==> config.mk <==
export PLATFORM = sky130hd
export DESIGN_NAME = axiLiteSlaveTop
export DESIGN_NICKNAME = d
export VERILOG_FILES = /design/src/verilog/axiLitePkg.sv /design/src/verilog/axiLiteWriteChannel.sv /design/src/verilog/axiLiteReadChannel.sv /design/src/verilog/axiLiteRegBank.sv /design/src/verilog/axiLiteSlaveTop.sv
export VERILOG_INCLUDE_DIRS = /design/src /design/src/verilog
export SDC_FILE = /design/constraint.sdc
export NUM_CORES = 1
export LEC_CHECK = 0
export BUFFER_PORTS_ARGS = -buffer_cell sky130_fd_sc_hd__clkbuf_2
export CAP_MARGIN = 25
export CORE_ASPECT_RATIO = 0.5
export CORE_MARGIN = 8
export CORE_UTILIZATION = 63
export DETAILED_ROUTE_END_ITERATION = 10
export HOLD_SLACK_MARGIN = 0.06
export PLACE_DENSITY_LB_ADDON = 0.25
export SYNTH_ARGS = -nofsm -noshare
export SYNTH_HDL_FRONTEND = slang
export SYNTH_SLANG_ARGS = --single-unit
==> constraint.sdc <==
create_clock -name aclk -period 6.4 [get_ports aclk]
set_clock_uncertainty 0.05 [all_clocks]
set_input_delay 1.92 -clock aclk [delete_from_list [all_inputs] [get_ports aclk]]
set_output_delay 1.92 -clock aclk [all_outputs]
set_load 0.02 [all_outputs]
==> src/verilog/axiLite_consts.svh <==
`ifndef AXILITE_CONSTS_SVH
`define AXILITE_CONSTS_SVH

// bus widths.
`define AXIL_ADDR_W 32
`define AXIL_DATA_W 32

// register map size with the ID word last.
`define AXIL_REG_COUNT 8

`define AXIL_RESP_OKAY   2'b00
`define AXIL_RESP_SLVERR 2'b10

// value returned by register 7.
`define AXIL_ID_VALUE 32'hA11E_0107

`define AXIL_PROT_REG 6

`endif

==> src/verilog/axiLitePkg.sv <==
`default_nettype none

`include "axiLite_consts.svh"

package axiLitePkg;

  // stored word seen whole or as byte lanes for strobe merging.
  typedef union packed {
    logic [`AXIL_DATA_W-1:0] raw;
    logic [`AXIL_DATA_W/8-1:0][7:0] bytes;
  } regWord_u;

  typedef struct packed {
    logic [`AXIL_ADDR_W-1:0] addr;
    logic [`AXIL_DATA_W-1:0] data;
    logic [`AXIL_DATA_W/8-1:0] strb;
    logic [2:0] prot;
  } wrReq_t;

  typedef struct packed {
    logic [`AXIL_ADDR_W-1:0] addr;
    logic [2:0] prot;
  } rdReq_t;

  typedef struct packed {
    logic [1:0] resp;
  } wrRsp_t;

  typedef struct packed {
    logic [`AXIL_DATA_W-1:0] data;
    logic [1:0] resp;
  } rdRsp_t;

endpackage : axiLitePkg

`default_nettype wire

==> src/verilog/axiLiteWriteChannel.sv <==
`timescale 1ns/1ps
`default_nettype none

`include "axiLite_consts.svh"

module axiLiteWriteChannel (
  input  logic aclk,
  input  logic arstN,
  input  logic awvalid,
  output logic awready,
  input  logic [`AXIL_ADDR_W-1:0] awaddr,
  input  logic [2:0] awprot,
  input  logic wvalid,
  output logic wready,
  input  logic [`AXIL_DATA_W-1:0] wdata,
  input  logic [`AXIL_DATA_W/8-1:0] wstrb,
  output logic bvalid,
  input  logic bready,
  output logic [1:0] bresp,
  output logic wrValid,
  output axiLitePkg::wrReq_t wrReq,
  input  axiLitePkg::wrRsp_t wrRsp
);

  logic readyEn;
  logic awFull;
  logic wFull;
  logic [`AXIL_ADDR_W-1:0] awAddrQ;
  logic [2:0] awProtQ;
  logic [`AXIL_DATA_W-1:0] wDataQ;
  logic [`AXIL_DATA_W/8-1:0] wStrbQ;
  logic awFire;
  logic wFire;

  // no new address or data while a response waits.
  assign awready = readyEn & ~awFull & ~bvalid;
  assign wready  = readyEn & ~wFull & ~bvalid;
  assign awFire  = awvalid & awready;
  assign wFire   = wvalid & wready;

  assign wrValid = awFull & wFull; // slots clear on issue so this lasts one cycle.

  always_comb begin
    wrReq.addr = awAddrQ;
    wrReq.prot = awProtQ;
    wrReq.data = wDataQ;
    wrReq.strb = wStrbQ;
  end

  always_ff @(posedge aclk or negedge arstN) begin
    if (!arstN) begin
      readyEn <= 1'b0;
      awFull  <= 1'b0;
      wFull   <= 1'b0;
      bvalid  <= 1'b0;
    end else begin
      readyEn <= 1'b1;
      if (awFire) awFull <= 1'b1;
      if (wFire) wFull <= 1'b1;
      if (wrValid) begin
        awFull <= 1'b0;
        wFull  <= 1'b0;
        bvalid <= 1'b1;
      end else if (bvalid && bready) begin
        bvalid <= 1'b0;
      end
    end
  end

  // address and data slots.
  always_ff @(posedge aclk) begin
    if (awFire) begin
      awAddrQ <= awaddr;
      awProtQ <= awprot;
    end
    if (wFire) begin
      wDataQ <= wdata;
      wStrbQ <= wstrb;
    end
    if (wrValid) bresp <= wrRsp.resp; // held until bready.
  end

endmodule : axiLiteWriteChannel

`default_nettype wire

==> src/verilog/axiLiteReadChannel.sv <==
`timescale 1ns/1ps
`default_nettype none

`include "axiLite_consts.svh"

module axiLiteReadChannel (
  input  logic aclk,
  input  logic arstN,
  input  logic arvalid,
  output logic arready,
  input  logic [`AXIL_ADDR_W-1:0] araddr,
  input  logic [2:0] arprot,
  output logic rvalid,
  input  logic rready,
  output logic [`AXIL_DATA_W-1:0] rdata,
  output logic [1:0] rresp,
  output logic rdValid,
  output axiLitePkg::rdReq_t rdReq,
  input  axiLitePkg::rdRsp_t rdRsp
);

  logic readyEn;

  assign arready = readyEn & ~rvalid;

  // request goes to the bank in the handshake cycle.
  assign rdValid = arvalid & arready;

  always_comb begin
    rdReq.addr = araddr;
    rdReq.prot = arprot;
  end

  always_ff @(posedge aclk or negedge arstN) begin
    if (!arstN) begin
      readyEn <= 1'b0;
      rvalid  <= 1'b0;
    end else begin
      readyEn <= 1'b1;
      if (rdValid) begin
        rvalid <= 1'b1;
      end else if (rready) begin
        rvalid <= 1'b0;
      end
    end
  end

  // response stays put under back-pressure.
  always_ff @(posedge aclk) begin
    if (rdValid) begin
      rdata <= rdRsp.data;
      rresp <= rdRsp.resp;
    end
  end

endmodule : axiLiteReadChannel

`default_nettype wire

==> src/verilog/axiLiteRegBank.sv <==
`timescale 1ns/1ps
`default_nettype none

`include "axiLite_consts.svh"

module axiLiteRegBank (
  input  logic aclk,
  input  logic arstN,
  input  logic wrValid,
  input  axiLitePkg::wrReq_t wrReq,
  output axiLitePkg::wrRsp_t wrRsp,
  input  logic rdValid,
  input  axiLitePkg::rdReq_t rdReq,
  output axiLitePkg::rdRsp_t rdRsp
);

  localparam int IdxW = $clog2(`AXIL_REG_COUNT);
  localparam int IdReg = `AXIL_REG_COUNT - 1;
  localparam int Lanes = `AXIL_DATA_W / 8;

  // storage for every register but the ID word.
  axiLitePkg::regWord_u regs [IdReg];

  logic [IdxW-1:0] wrIdx;
  logic [IdxW-1:0] rdIdx;
  logic wrInRange;
  logic rdInRange;
  logic wrErr;

  assign wrIdx = wrReq.addr[IdxW+1:2];
  assign rdIdx = rdReq.addr[IdxW+1:2];
  assign wrInRange = ~|wrReq.addr[`AXIL_ADDR_W-1:IdxW+2];
  assign rdInRange = ~|rdReq.addr[`AXIL_ADDR_W-1:IdxW+2];

  // ID is read-only and register 6 needs a privileged write.
  assign wrErr = !wrInRange || (wrIdx == IdxW'(IdReg)) ||
                 ((wrIdx == IdxW'(`AXIL_PROT_REG)) && !wrReq.prot[0]);

  assign wrRsp.resp = wrErr ? `AXIL_RESP_SLVERR : `AXIL_RESP_OKAY;

  always_comb begin
    rdRsp.data = '0;
    rdRsp.resp = `AXIL_RESP_OKAY;
    if (rdValid) begin
      if (!rdInRange) begin
        rdRsp.resp = `AXIL_RESP_SLVERR; // data stays zero.
      end else if (rdIdx == IdxW'(IdReg)) begin
        rdRsp.data = `AXIL_ID_VALUE;
      end else begin
        for (int i = 0; i < IdReg; i++) begin
          if (rdIdx == IdxW'(i)) rdRsp.data = regs[i].raw;
        end
      end
    end
  end

  // byte merge per strobe lane.
  always_ff @(posedge aclk or negedge arstN) begin
    if (!arstN) begin
      for (int i = 0; i < IdReg; i++) begin
        regs[i].raw <= '0;
      end
    end else if (wrValid && !wrErr) begin
      for (int i = 0; i < IdReg; i++) begin
        if (wrIdx == IdxW'(i)) begin
          for (int b = 0; b < Lanes; b++) begin
            if (wrReq.strb[b]) regs[i].bytes[b] <= wrReq.data[8*b +: 8];
          end
        end
      end
    end
  end

endmodule : axiLiteRegBank

`default_nettype wire

==> src/verilog/axiLiteSlaveTop.sv <==
`timescale 1ns/1ps
`default_nettype none

`include "axiLite_consts.svh"

module axiLiteSlaveTop (
  input  logic aclk,
  input  logic arstN,
  input  logic awvalid,
  output logic awready,
  input  logic [`AXIL_ADDR_W-1:0] awaddr,
  input  logic [2:0] awprot,
  input  logic wvalid,
  output logic wready,
  input  logic [`AXIL_DATA_W-1:0] wdata,
  input  logic [`AXIL_DATA_W/8-1:0] wstrb,
  output logic bvalid,
  input  logic bready,
  output logic [1:0] bresp,
  input  logic arvalid,
  output logic arready,
  input  logic [`AXIL_ADDR_W-1:0] araddr,
  input  logic [2:0] arprot,
  output logic rvalid,
  input  logic rready,
  output logic [`AXIL_DATA_W-1:0] rdata,
  output logic [1:0] rresp
);

  logic wrValid;
  logic rdValid;
  axiLitePkg::wrReq_t wrReq;
  axiLitePkg::wrRsp_t wrRsp;
  axiLitePkg::rdReq_t rdReq;
  axiLitePkg::rdRsp_t rdRsp;

  axiLiteWriteChannel uWriteChannel (
    .aclk    (aclk),
    .arstN   (arstN),
    .awvalid (awvalid),
    .awready (awready),
    .awaddr  (awaddr),
    .awprot  (awprot),
    .wvalid  (wvalid),
    .wready  (wready),
    .wdata   (wdata),
    .wstrb   (wstrb),
    .bvalid  (bvalid),
    .bready  (bready),
    .bresp   (bresp),
    .wrValid (wrValid),
    .wrReq   (wrReq),
    .wrRsp   (wrRsp)
  );

  axiLiteReadChannel uReadChannel (
    .aclk    (aclk),
    .arstN   (arstN),
    .arvalid (arvalid),
    .arready (arready),
    .araddr  (araddr),
    .arprot  (arprot),
    .rvalid  (rvalid),
    .rready  (rready),
    .rdata   (rdata),
    .rresp   (rresp),
    .rdValid (rdValid),
    .rdReq   (rdReq),
    .rdRsp   (rdRsp)
  );

  // one decode point for both directions.
  axiLiteRegBank uRegBank (
    .aclk    (aclk),
    .arstN   (arstN),
    .wrValid (wrValid),
    .wrReq   (wrReq),
    .wrRsp   (wrRsp),
    .rdValid (rdValid),
    .rdReq   (rdReq),
    .rdRsp   (rdRsp)
  );

endmodule : axiLiteSlaveTop

`default_nettype wire

==> results.cfg, run 1 <==
[outcome]
run_status = completed

[synthesis]
avgSynthCellArea_um2 = 15.4
synth-async-reset-ratio_pct = 69.4
yosys.area.top_type = dfrtp_1
yosysTopAreaCellShare_pct = 40.8
synth_cells = 912
synth_area_leaders = dfrtp_1, edfxtp_1, mux2_2
synth_ff_type = dfrtp_1
yosysWarnings = 0
syn-cell-area_um2 = 14000
synth-seq-area-share_pct = 62.4
synth_cell_types = 36
synth.most_common_cell = mux2_2
synth-seq-cells = 330
synth_edf_count = 101
synthTopCellsByCount = mux2_2, dfrtp_1, edfxtp_1

[floorplan]
die_y_um = 122
core_um2 = 21800
dieArea_um2 = 27600
initial_utilization_pct = 64.5
ios = 154
rows = 38
die_w_um = 227

[placed_design]
numPortBuffers = 142
gp_congestion = 0.788
dpl.hpwl_mm = 19.2
placedCellCount = 1322

[clock_tree]
cts_setup_buffers = 0
cts_resized = 0
path_clk_slew_ns = 0.07
hold_buffers = 0
clk_latency_ns = 0.55
cts_tree = done
clockBufferDepth = 3
cts-root-buf = clkbuf_16
cts_buffers = 28
cts_max_level = 1
clkSinkCount = 330

[timing]
post-route-period-util_pct = 58.9
slew_viol_final = 0
fmax_ghz = 0.265
timing.max_slew.rel_slack_pct = 28.6
tightest_slew_ns = 1.07
setup_viol = 0
setup_tns_ns = 0
period_needed_ns = 3.77
rsz0062_at_grt = no
hold_viol = 0

[finish]
nNetsFinal = 1167
final-instance-count-excl-fill = 1375
drive_gt1_share_pct = 44.9
num-fill-cells = 1361
syn_to_final_growth_pct = 14.7
antenna_cells = 0

[worst_setup_path]
required_ns = 6.61
critPathSlowestCell = buf_4
crit_fanout = 89
cpPeakStageDelay_ns = 0.79
startpoint_type = input pin
critPathKind = in -> reg
crit_family = buffers and inverters
critical_path_arrival_ns = 3.98
endpoint_kind = register
crit_buf_inv = 2
path_cells = clkbuf_2 > buf_4 > nand2b_1 > o221ai_1 > a21oi_1

[power]
power.switching_uw = 1020
seqPwrFrac_pct = 52.8
p_sw_share_pct = 23.3
pwr_density_cell_nw_per_um2 = 273
clkPwrFrac_pct = 40.5
p_leak_uw = 0.00750
internal-power_uw = 3370
ir_worst_vdd_mv = 0.185
comb_power_share_pct = 6.6

[drt]
first_pass_iters = 5
first_iter_violations = 730
totalWireLength_mm = 31.9
vias = 8507
remaining_drc_errors = 0
viasPerCell = 6.19
avgRoutedWirePerCell_um = 23.2
ant_nets = 0

[min_path]
min_path_type = reg -> reg

[global_routing]
gr-total-overflow = 0
grt_pass1_wl_mm = 50.3
grt_max_degree = 126
grt_pass1_vias = 8967
antenna_found_initial = 0
track_usage_pct = 23.3

[run]
drv_cap = 0
cells in the final DEF (no fill, tap or decap), drive strengths merged:
cell type / n
conb: 3
clkbuf: 178
clkinv: 10
nand3b: 4
mux2i: 21
a21oi: 32
nor3: 23
inv: 4
o2bb2ai: 21
a21o: 3
o2111ai: 1
nor2b: 2
nor3b: 1
mux2: 235
nor2: 24
buf: 19
or2: 1
o221ai: 11
nor4: 40
o21ai: 21
a221oi: 21
and2: 5
o21bai: 1
and3: 1
nand2b: 2
edfxtp: 101
and4: 1
mux4: 11
nand4: 1
nand2: 39
dfrtp: 229
bufinv: 4
or3: 1
or3b: 2
nand3: 2
layout make-up:
| cell class | count | area (µm²) | share of cell area, % |
|---|---|---|---|
| clock buffer | 37 | 787 | 4.89 |
| timing repair buffer | 160 | 912 | 5.66 |
| inverter | 4 | 15.0 | 0.0932 |
| clock inverter | 14 | 170 | 1.06 |
| tap | 300 | 375 | 2.33 |
| multi-input combinational | 530 | 5090 | 31.6 |
| sequential | 330 | 8760 | 54.4 |
registers in the layout, indices dropped and copies added (netlist names):
register,count
uWriteChannel.wStrbQ,4
uWriteChannel.wFull,1
uWriteChannel.bvalid,1
uWriteChannel.awAddrQ,30
uWriteChannel.awProtQ,1
uReadChannel.rresp,1
uWriteChannel.wDataQ,32
uWriteChannel.bresp,1
uWriteChannel.awFull,1
uReadChannel.rvalid,1
uRegBank.regs,224
uReadChannel.rdata,32
uReadChannel.readyEn,1
path summary, 6_finish.rpt:
kind	start	endpoint	slack, ns	depth (start not counted)
setup / recovery	araddr[3]	uReadChannel.rdata[31]$_SDFFCE_PP0P_	2.63	5
hold / removal	uRegBank.regs[89]$_DFFE_PN0P_	uRegBank.regs[89]$_DFFE_PN0P_	0.45	1
setup reg to reg	uWriteChannel.awAddrQ[19]$_DFFE_PP_	uRegBank.regs[99]$_DFFE_PN0P_	3.37	5
hold reg to reg	uRegBank.regs[89]$_DFFE_PN0P_	uRegBank.regs[89]$_DFFE_PN0P_	0.45	1
max in group asynchronous	arstN	uRegBank.regs[125]$_DFFE_PN0P_	3.77	3
min in group asynchronous	arstN	uRegBank.regs[12]$_DFFE_PN0P_	1.19	1
cell families after synthesis:
logic type,count (synthesis),synth area share [%]
simple gates,149,8.38
buf+inv,53,1.61
mux,267,22.1
flops,330,62.4
compound gates,111,5.47
other cells,2,0.0535
per-layer routing:
metal	vias to the layer above	wire length, µm	GRT usage [%]
li1	3747	-	-
met1	4432	13600	31.9
met2	269	15900	38.8
met3	59	1750	3.93
met4	0	637	6.10
met5	-	0	0
stage by stage:
stage	instance area [µm²]	util (%)	worst slack (ns)	hold slack, ns	total power [µW]
final	16100	74.0	2.63	0.453	4390
after global routing	16100	74.0	2.48	0.469	4530
after CTS	16100	73.8	2.68	0.454	4410
after detailed placement	15100	69.4	2.07	0.440	2640
after global placement	15100	69.3	2.10	0.427	2630
after floorplan	14100	-	2.70	0.404	2490
power by group through the flow:
stage | clock (µW) | sequential [µW] | combinational, µW
2_1_floorplan | 0 | 2350 | 145
3_3_place_gp | 0 | 2350 | 273
3_5_place_dp | 0 | 2360 | 284
4_1_cts | 1810 | 2320 | 286
5_1_grt | 1880 | 2330 | 315
6_report | 1780 | 2320 | 291
worst reg2reg max path, stage by stage (launching register included):
cell and delay, ns:
edfxtp_1 0.37, nor4_1 0.58, o2111ai_4 0.19, buf_4 0.40
nor4_4 0.89, mux2_2 0.43
No activity file was read; power rests on OpenSTA's default activity.
==> inputs of run 2 (changes only) <==
--- a/config.mk
+++ b/config.mk
@@ -6,11 +6,12 @@
 export SDC_FILE = /design/constraint.sdc
 export NUM_CORES = 1
 export LEC_CHECK = 0
+export ABC_AREA = 1
 export BUFFER_PORTS_ARGS = -buffer_cell sky130_fd_sc_hd__clkbuf_2
 export CAP_MARGIN = 25
 export CORE_ASPECT_RATIO = 0.5
 export CORE_MARGIN = 8
-export CORE_UTILIZATION = 63
+export CORE_UTILIZATION = 59
 export DETAILED_ROUTE_END_ITERATION = 10
 export HOLD_SLACK_MARGIN = 0.06
 export PLACE_DENSITY_LB_ADDON = 0.25
==> constraint.sdc (replaced) <==
create_clock -name aclk -period 3.9 [get_ports aclk]
set_clock_uncertainty 0.05 [all_clocks]
set_input_delay 1.17 -clock aclk [delete_from_list [all_inputs] [get_ports aclk]]
set_output_delay 1.17 -clock aclk [all_outputs]
set_load 0.02 [all_outputs]
==> results.cfg, run 2 <==
[drt]
remaining_drc_errors = 0
viasPerCell = 5.87
vias = 13100
first_iter_violations = 1715
avgRoutedWirePerCell_um = 19.2
ant_nets = 0
first_pass_iters = 5
totalWireLength_mm = 42.7

[timing]
setup_tns_ns = 0
period_needed_ns = 3.03
hold_viol = 0
fmax_ghz = 0.330
post-route-period-util_pct = 77.7
tightest_slew_ns = 1.07
timing.max_slew.rel_slack_pct = 28.3
slew_viol_final = 0
setup_viol = 0
rsz0062_at_grt = no

[power]
ir_worst_vdd_mv = 0.383
pwr_density_cell_nw_per_um2 = 429
p_leak_uw = 0.00903

[floorplan]
core_um2 = 25400
dieArea_um2 = 31900
initial_utilization_pct = 60.6
die_y_um = 130
die_w_um = 245
ios = 154
rows = 41

[finish]
reg_top3 = uRegBank.regs x224, uReadChannel.rdata x32, uWriteChannel.wDataQ x32
fin_util_pct = 68.5
drive_gt1_share_pct = 15.2
num-fill-cells = 2031
final_cell_mix = nand2_1, nand4_1, dfrtp_1
layout_commonest_cell = nand2_1
syn_to_final_growth_pct = 13.0
final-instance-count-excl-fill = 2229
antenna_cells = 0
nNetsFinal = 1976
largest_register = uRegBank.regs
largest_reg_flops = 224

[synthesis]
synth-seq-cells = 330
yosysWarnings = 0
synth_ff_type = dfrtp_1
synth_cells = 1742
synth-async-reset-ratio_pct = 69.4
synth-seq-area-share_pct = 56.8
synthTopCellsByCount = nand2_1, nand4_1, dfrtp_1
yosysTopAreaCellShare_pct = 37.1
synth_cell_types = 25
yosys.area.top_type = dfrtp_1
synth_area_leaders = dfrtp_1, edfxtp_1, nand2_1
avgSynthCellArea_um2 = 8.86
syn-cell-area_um2 = 15400
synth_edf_count = 101
synth.most_common_cell = nand2_1

[worst_setup_path]
path_cells = clkbuf_2 > nor3_2 > clkinv_1 > buf_4 > nor2_1 > nor2_1 > nand2_1 > inv_1
required_ns = 4.17
endpoint_kind = register
startpoint_type = input pin
crit_fanout = 33
reg2reg_to = uRegBank.regs[178]$_DFFE_PN0P_
critical_path_arrival_ns = 3.30
critPathKind = in -> reg
crit_family = simple AND/OR/NAND/NOR gates
worstReg2RegStart = uWriteChannel.awAddrQ[3]$_DFFE_PP_
reg2regPathDepth = 6
critPathSlowestCell = nor3_2
critPathMostFrequentCell = nor2_1
crit_buf_inv = 4
cpPeakStageDelay_ns = 0.91
reg2reg_slack_ns = 1.42

[min_path]
hold_depth = 2
min_to = uRegBank.regs[60]$_DFFE_PN0P_
min_path_type = reg -> reg
min-delay-start = uRegBank.regs[60]$_DFFE_PN0P_

[placed_design]
numPortBuffers = 142
dpl.hpwl_mm = 28.8
gp_congestion = 0.865
placedCellCount = 2175

[clock_tree]
cts_tree = done
hold_buffers = 0
clk_latency_ns = 0.56
cts_max_level = 1
clkSinkCount = 330
cts_buffers = 29
clockBufferDepth = 3
path_clk_slew_ns = 0.07
cts_resized = 0
cts_setup_buffers = 0
cts-root-buf = clkbuf_16

[global_routing]
grt_pass1_wl_mm = 67.0
gr-total-overflow = 0
grt_pass1_vias = 12100
track_usage_pct = 26.4
grt_max_degree = 112
antenna_found_initial = 0

[outcome]
run_status = completed

[run]
drv_cap = 0
run 2: cell types whose count changed in the layout (fill, tap and decap cells not counted), sizes merged, moves of 18 or more:
cell	previous run	this run
a21oi	32	11
a221oi	21	0
buf	19	39
inv	4	114
mux2	235	0
mux2i	21	0
nand2	39	666
nand3	2	38
nand4	1	309
nor2	24	169
nor4	40	0
o21ai	21	3
o2bb2ai	21	0
run 2: worst min-delay path: stages (launching register included):
cell and delay [ns]:
dfrtp_1 0.34, nand2_1 0.05, nand2_1 0.05
run 2: area by class of cell:
| type | instances | area, µm² | share of cell area, % |
|---|---|---|---|
| clock buffers | 41 | 822 | 4.71 |
| flip-flops and latches | 330 | 8760 | 50.3 |
| clock inverters | 12 | 91.3 | 0.524 |
| inverters | 115 | 439 | 2.52 |
| well taps | 344 | 430 | 2.47 |
| multi-input cells | 1207 | 5800 | 33.3 |
| repair buffers | 180 | 1090 | 6.24 |
run 2: logic make-up after synthesis:
family / share of synthesized area (%)
simple gates: 37.0
flops: 56.8
buf+inv: 5.73
compound gates: 0.454
other cells: 0.0487
run 2: worst max-delay path by stage:
stage,slack (ns),endpoint,start,cells past startpoint
3_3_place_gp,0.45,uReadChannel.rdata[14]$_SDFFCE_PP0P_,araddr[2],8
4_1_cts,0.97,uReadChannel.rdata[14]$_SDFFCE_PP0P_,araddr[2],8
5_1_grt,0.80,uReadChannel.rdata[15]$_SDFFCE_PP0P_,araddr[2],8
2_1_floorplan,1.42,uReadChannel.rdata[10]$_SDFFCE_PP0P_,araddr[3],9
3_5_place_dp,0.39,uReadChannel.rdata[14]$_SDFFCE_PP0P_,araddr[2],8
6_report,0.87,uReadChannel.rdata[14]$_SDFFCE_PP0P_,araddr[2],8
run 2: layer usage:
metal	global-route usage, %	vias up	wire length [µm]
met5	0	-	0
met4	4.64	0	642
met3	9.08	51	5370
met2	39.1	678	18300
met1	37.9	6212	18400
li1	-	6133	-
run 2: stage by stage:
| step | hold slack (ns) | total power [µW] | setup slack, ns | instance area (µm²) |
|---|---|---|---|---|
| after global placement | 0.403 | 4700 | 0.451 | 16500 |
| after global routing | 0.433 | 7720 | 0.797 | 17400 |
| after CTS | 0.424 | 7480 | 0.973 | 17400 |
| final | 0.421 | 7490 | 0.868 | 17400 |
| after detailed placement | 0.408 | 4710 | 0.388 | 16500 |
| after floorplan | 0.392 | 4350 | 1.42 | 15400 |
run 2: where the power goes:
group	internal (µW)	switching (µW)	leakage, µW
Sequential	3720	152	0.00410
Clock	1540	1280	0.000456
Combinational	156	646	0.00447
==> inputs of run 3 (changes only) <==
==> constraint.sdc (replaced) <==
create_clock -name aclk -period 2.9 [get_ports aclk]
set_clock_uncertainty 0.05 [all_clocks]
set_input_delay 0.87 -clock aclk [delete_from_list [all_inputs] [get_ports aclk]]
set_output_delay 0.87 -clock aclk [all_outputs]
set_load 0.02 [all_outputs]
==> results.cfg, run 3 (synthesized netlist as in run 2, its figures left out) <==
[worst_setup_path]
path_cells = inv_1 > nand3_1 > nor2_2 > nand4_1 > nand2_1 > nand2_1
critPathMostFrequentCell = nand2_1
required_ns = 3.30
cpPeakStageDelay_ns = 0.50
critPathKind = reg -> reg
critical_path_arrival_ns = 2.75
critPathSlowestCell = edfxtp_1
crit_fanout = 9
endpoint_kind = register
startpoint_type = register

[timing]
fmax_ghz = 0.425
period_needed_ns = 2.35
hold_viol = 0
rsz0062_at_grt = no
setup_tns_ns = 0
setup_viol = 0
timing.max_slew.rel_slack_pct = 42.5
tightest_slew_ns = 0.859
slew_viol_final = 0
post-route-period-util_pct = 81.1

[drt]
remaining_drc_errors = 0
first_pass_iters = 6
first_iter_violations = 1951
ant_nets = 0
avgRoutedWirePerCell_um = 19.1
vias = 13200
totalWireLength_mm = 42.7
viasPerCell = 5.89

[global_routing]
grt_max_degree = 110
grt_pass1_vias = 12400
antenna_found_initial = 1
gr-total-overflow = 0
track_usage_pct = 26.6
grt_pass1_wl_mm = 67.6

[clock_tree]
cts_setup_buffers = 0
clockBufferDepth = 3
clkSinkCount = 330
cts_buffers = 29
path_clk_slew_ns = 0.07
cts_resized = 0
cts-root-buf = clkbuf_16
hold_buffers = 0
clk_latency_ns = 0.56
cts_tree = done
cts_max_level = 1

[floorplan]
die_w_um = 245
die_y_um = 130
initial_utilization_pct = 60.6
core_um2 = 25400
rows = 41
ios = 154
dieArea_um2 = 31900

[placed_design]
numPortBuffers = 142
gp_congestion = 0.894
placedCellCount = 2188
dpl.hpwl_mm = 28.7

[power]
p_leak_uw = 0.00912
pwr_density_cell_nw_per_um2 = 579
ir_worst_vdd_mv = 0.617

[finish]
largest_register = uRegBank.regs
nNetsFinal = 1988
reg_top3 = uRegBank.regs x224, uReadChannel.rdata x32, uWriteChannel.wDataQ x32
layout_commonest_cell = nand2_1
syn_to_final_growth_pct = 14.3
drive_gt1_share_pct = 15.8
final-instance-count-excl-fill = 2241
largest_reg_flops = 224
final_cell_mix = nand2_1, nand4_1, dfrtp_1
num-fill-cells = 1980

[outcome]
run_status = completed

[min_path]
min_path_type = in -> async

[run]
drv_cap = 0
## run 3: changes by cell type in the layout (fill, tap and decap cells not counted), sizes merged
cell and change:
clkbuf -6, clkinvlp +2, bufinv +2, clkinv +1
diode +1, buf +12
## run 3: stage by stage
step                      worst slack [ns]  cell area [µm²]  utilization (%)  total power (µW)  hold WS (ns)
final                                0.549            17600             69.3             10200         0.189
after global routing                 0.451            17600             69.3             10500         0.223
after CTS                            0.535            17600             69.3             10200         0.212
after detailed placement             0.156            16700             65.6              6390         0.408
after global placement              0.0500            16700             65.6              6380         0.403
after floorplan                      0.522            15400                -              5850         0.392
## run 3: final timing paths
path                                                     from                              to  slack (ns)  cells after the start
min in group aclk              uRegBank.regs[142]$_DFFE_PN0P_  uRegBank.regs[142]$_DFFE_PN0P_        0.42                      2
setup / recovery           uWriteChannel.awAddrQ[3]$_DFFE_PP_  uRegBank.regs[178]$_DFFE_PN0P_        0.55                      6
max in group asynchronous                               arstN   uRegBank.regs[61]$_DFFE_PN0P_        1.90                      2
setup reg to reg           uWriteChannel.awAddrQ[3]$_DFFE_PP_  uRegBank.regs[178]$_DFFE_PN0P_        0.55                      6
hold / removal                                          arstN  uReadChannel.readyEn$_DFF_PN0_        0.19                      1
hold reg to reg                uRegBank.regs[142]$_DFFE_PN0P_  uRegBank.regs[142]$_DFFE_PN0P_        0.42                      2
## run 3: metal layers
metal | global-route usage, % | part of all wire, % | vias to the layer above
met2 | 38.8 | 42 | 727
met5 | 0 | 0 | -
li1 | - | - | 6162
met4 | 4.50 | 1.6 | 0
met3 | 9.32 | 13 | 56
met1 | 38.5 | 43 | 6249
## run 3: final cells by class
class	instances	area, µm²	share of cell area [%]
inverter	115	439	2.49
multi-input combinational	1207	5800	32.9
sequential	330	8760	49.7
antenna	1	2.50	0.0142
clock buffer	35	778	4.41
timing repair buffer	192	1260	7.16
tap	344	430	2.44
clock inverter	17	156	0.887
## run 3: report_power, final
| group | internal, µW | switching [µW] |
|---|---|---|
| Combinational | 254 | 883 |
| Clock | 2170 | 1720 |
| Sequential | 5000 | 197 |
| Total | 7420 | 2800 |
## run 3: critical path, delay by kind of cell, from the launching register on
family,cells,cell delay [ns]
AND/OR/NAND/NOR,5,1.53
flip-flops,1,0.50
buffers and inverters,1,0.16
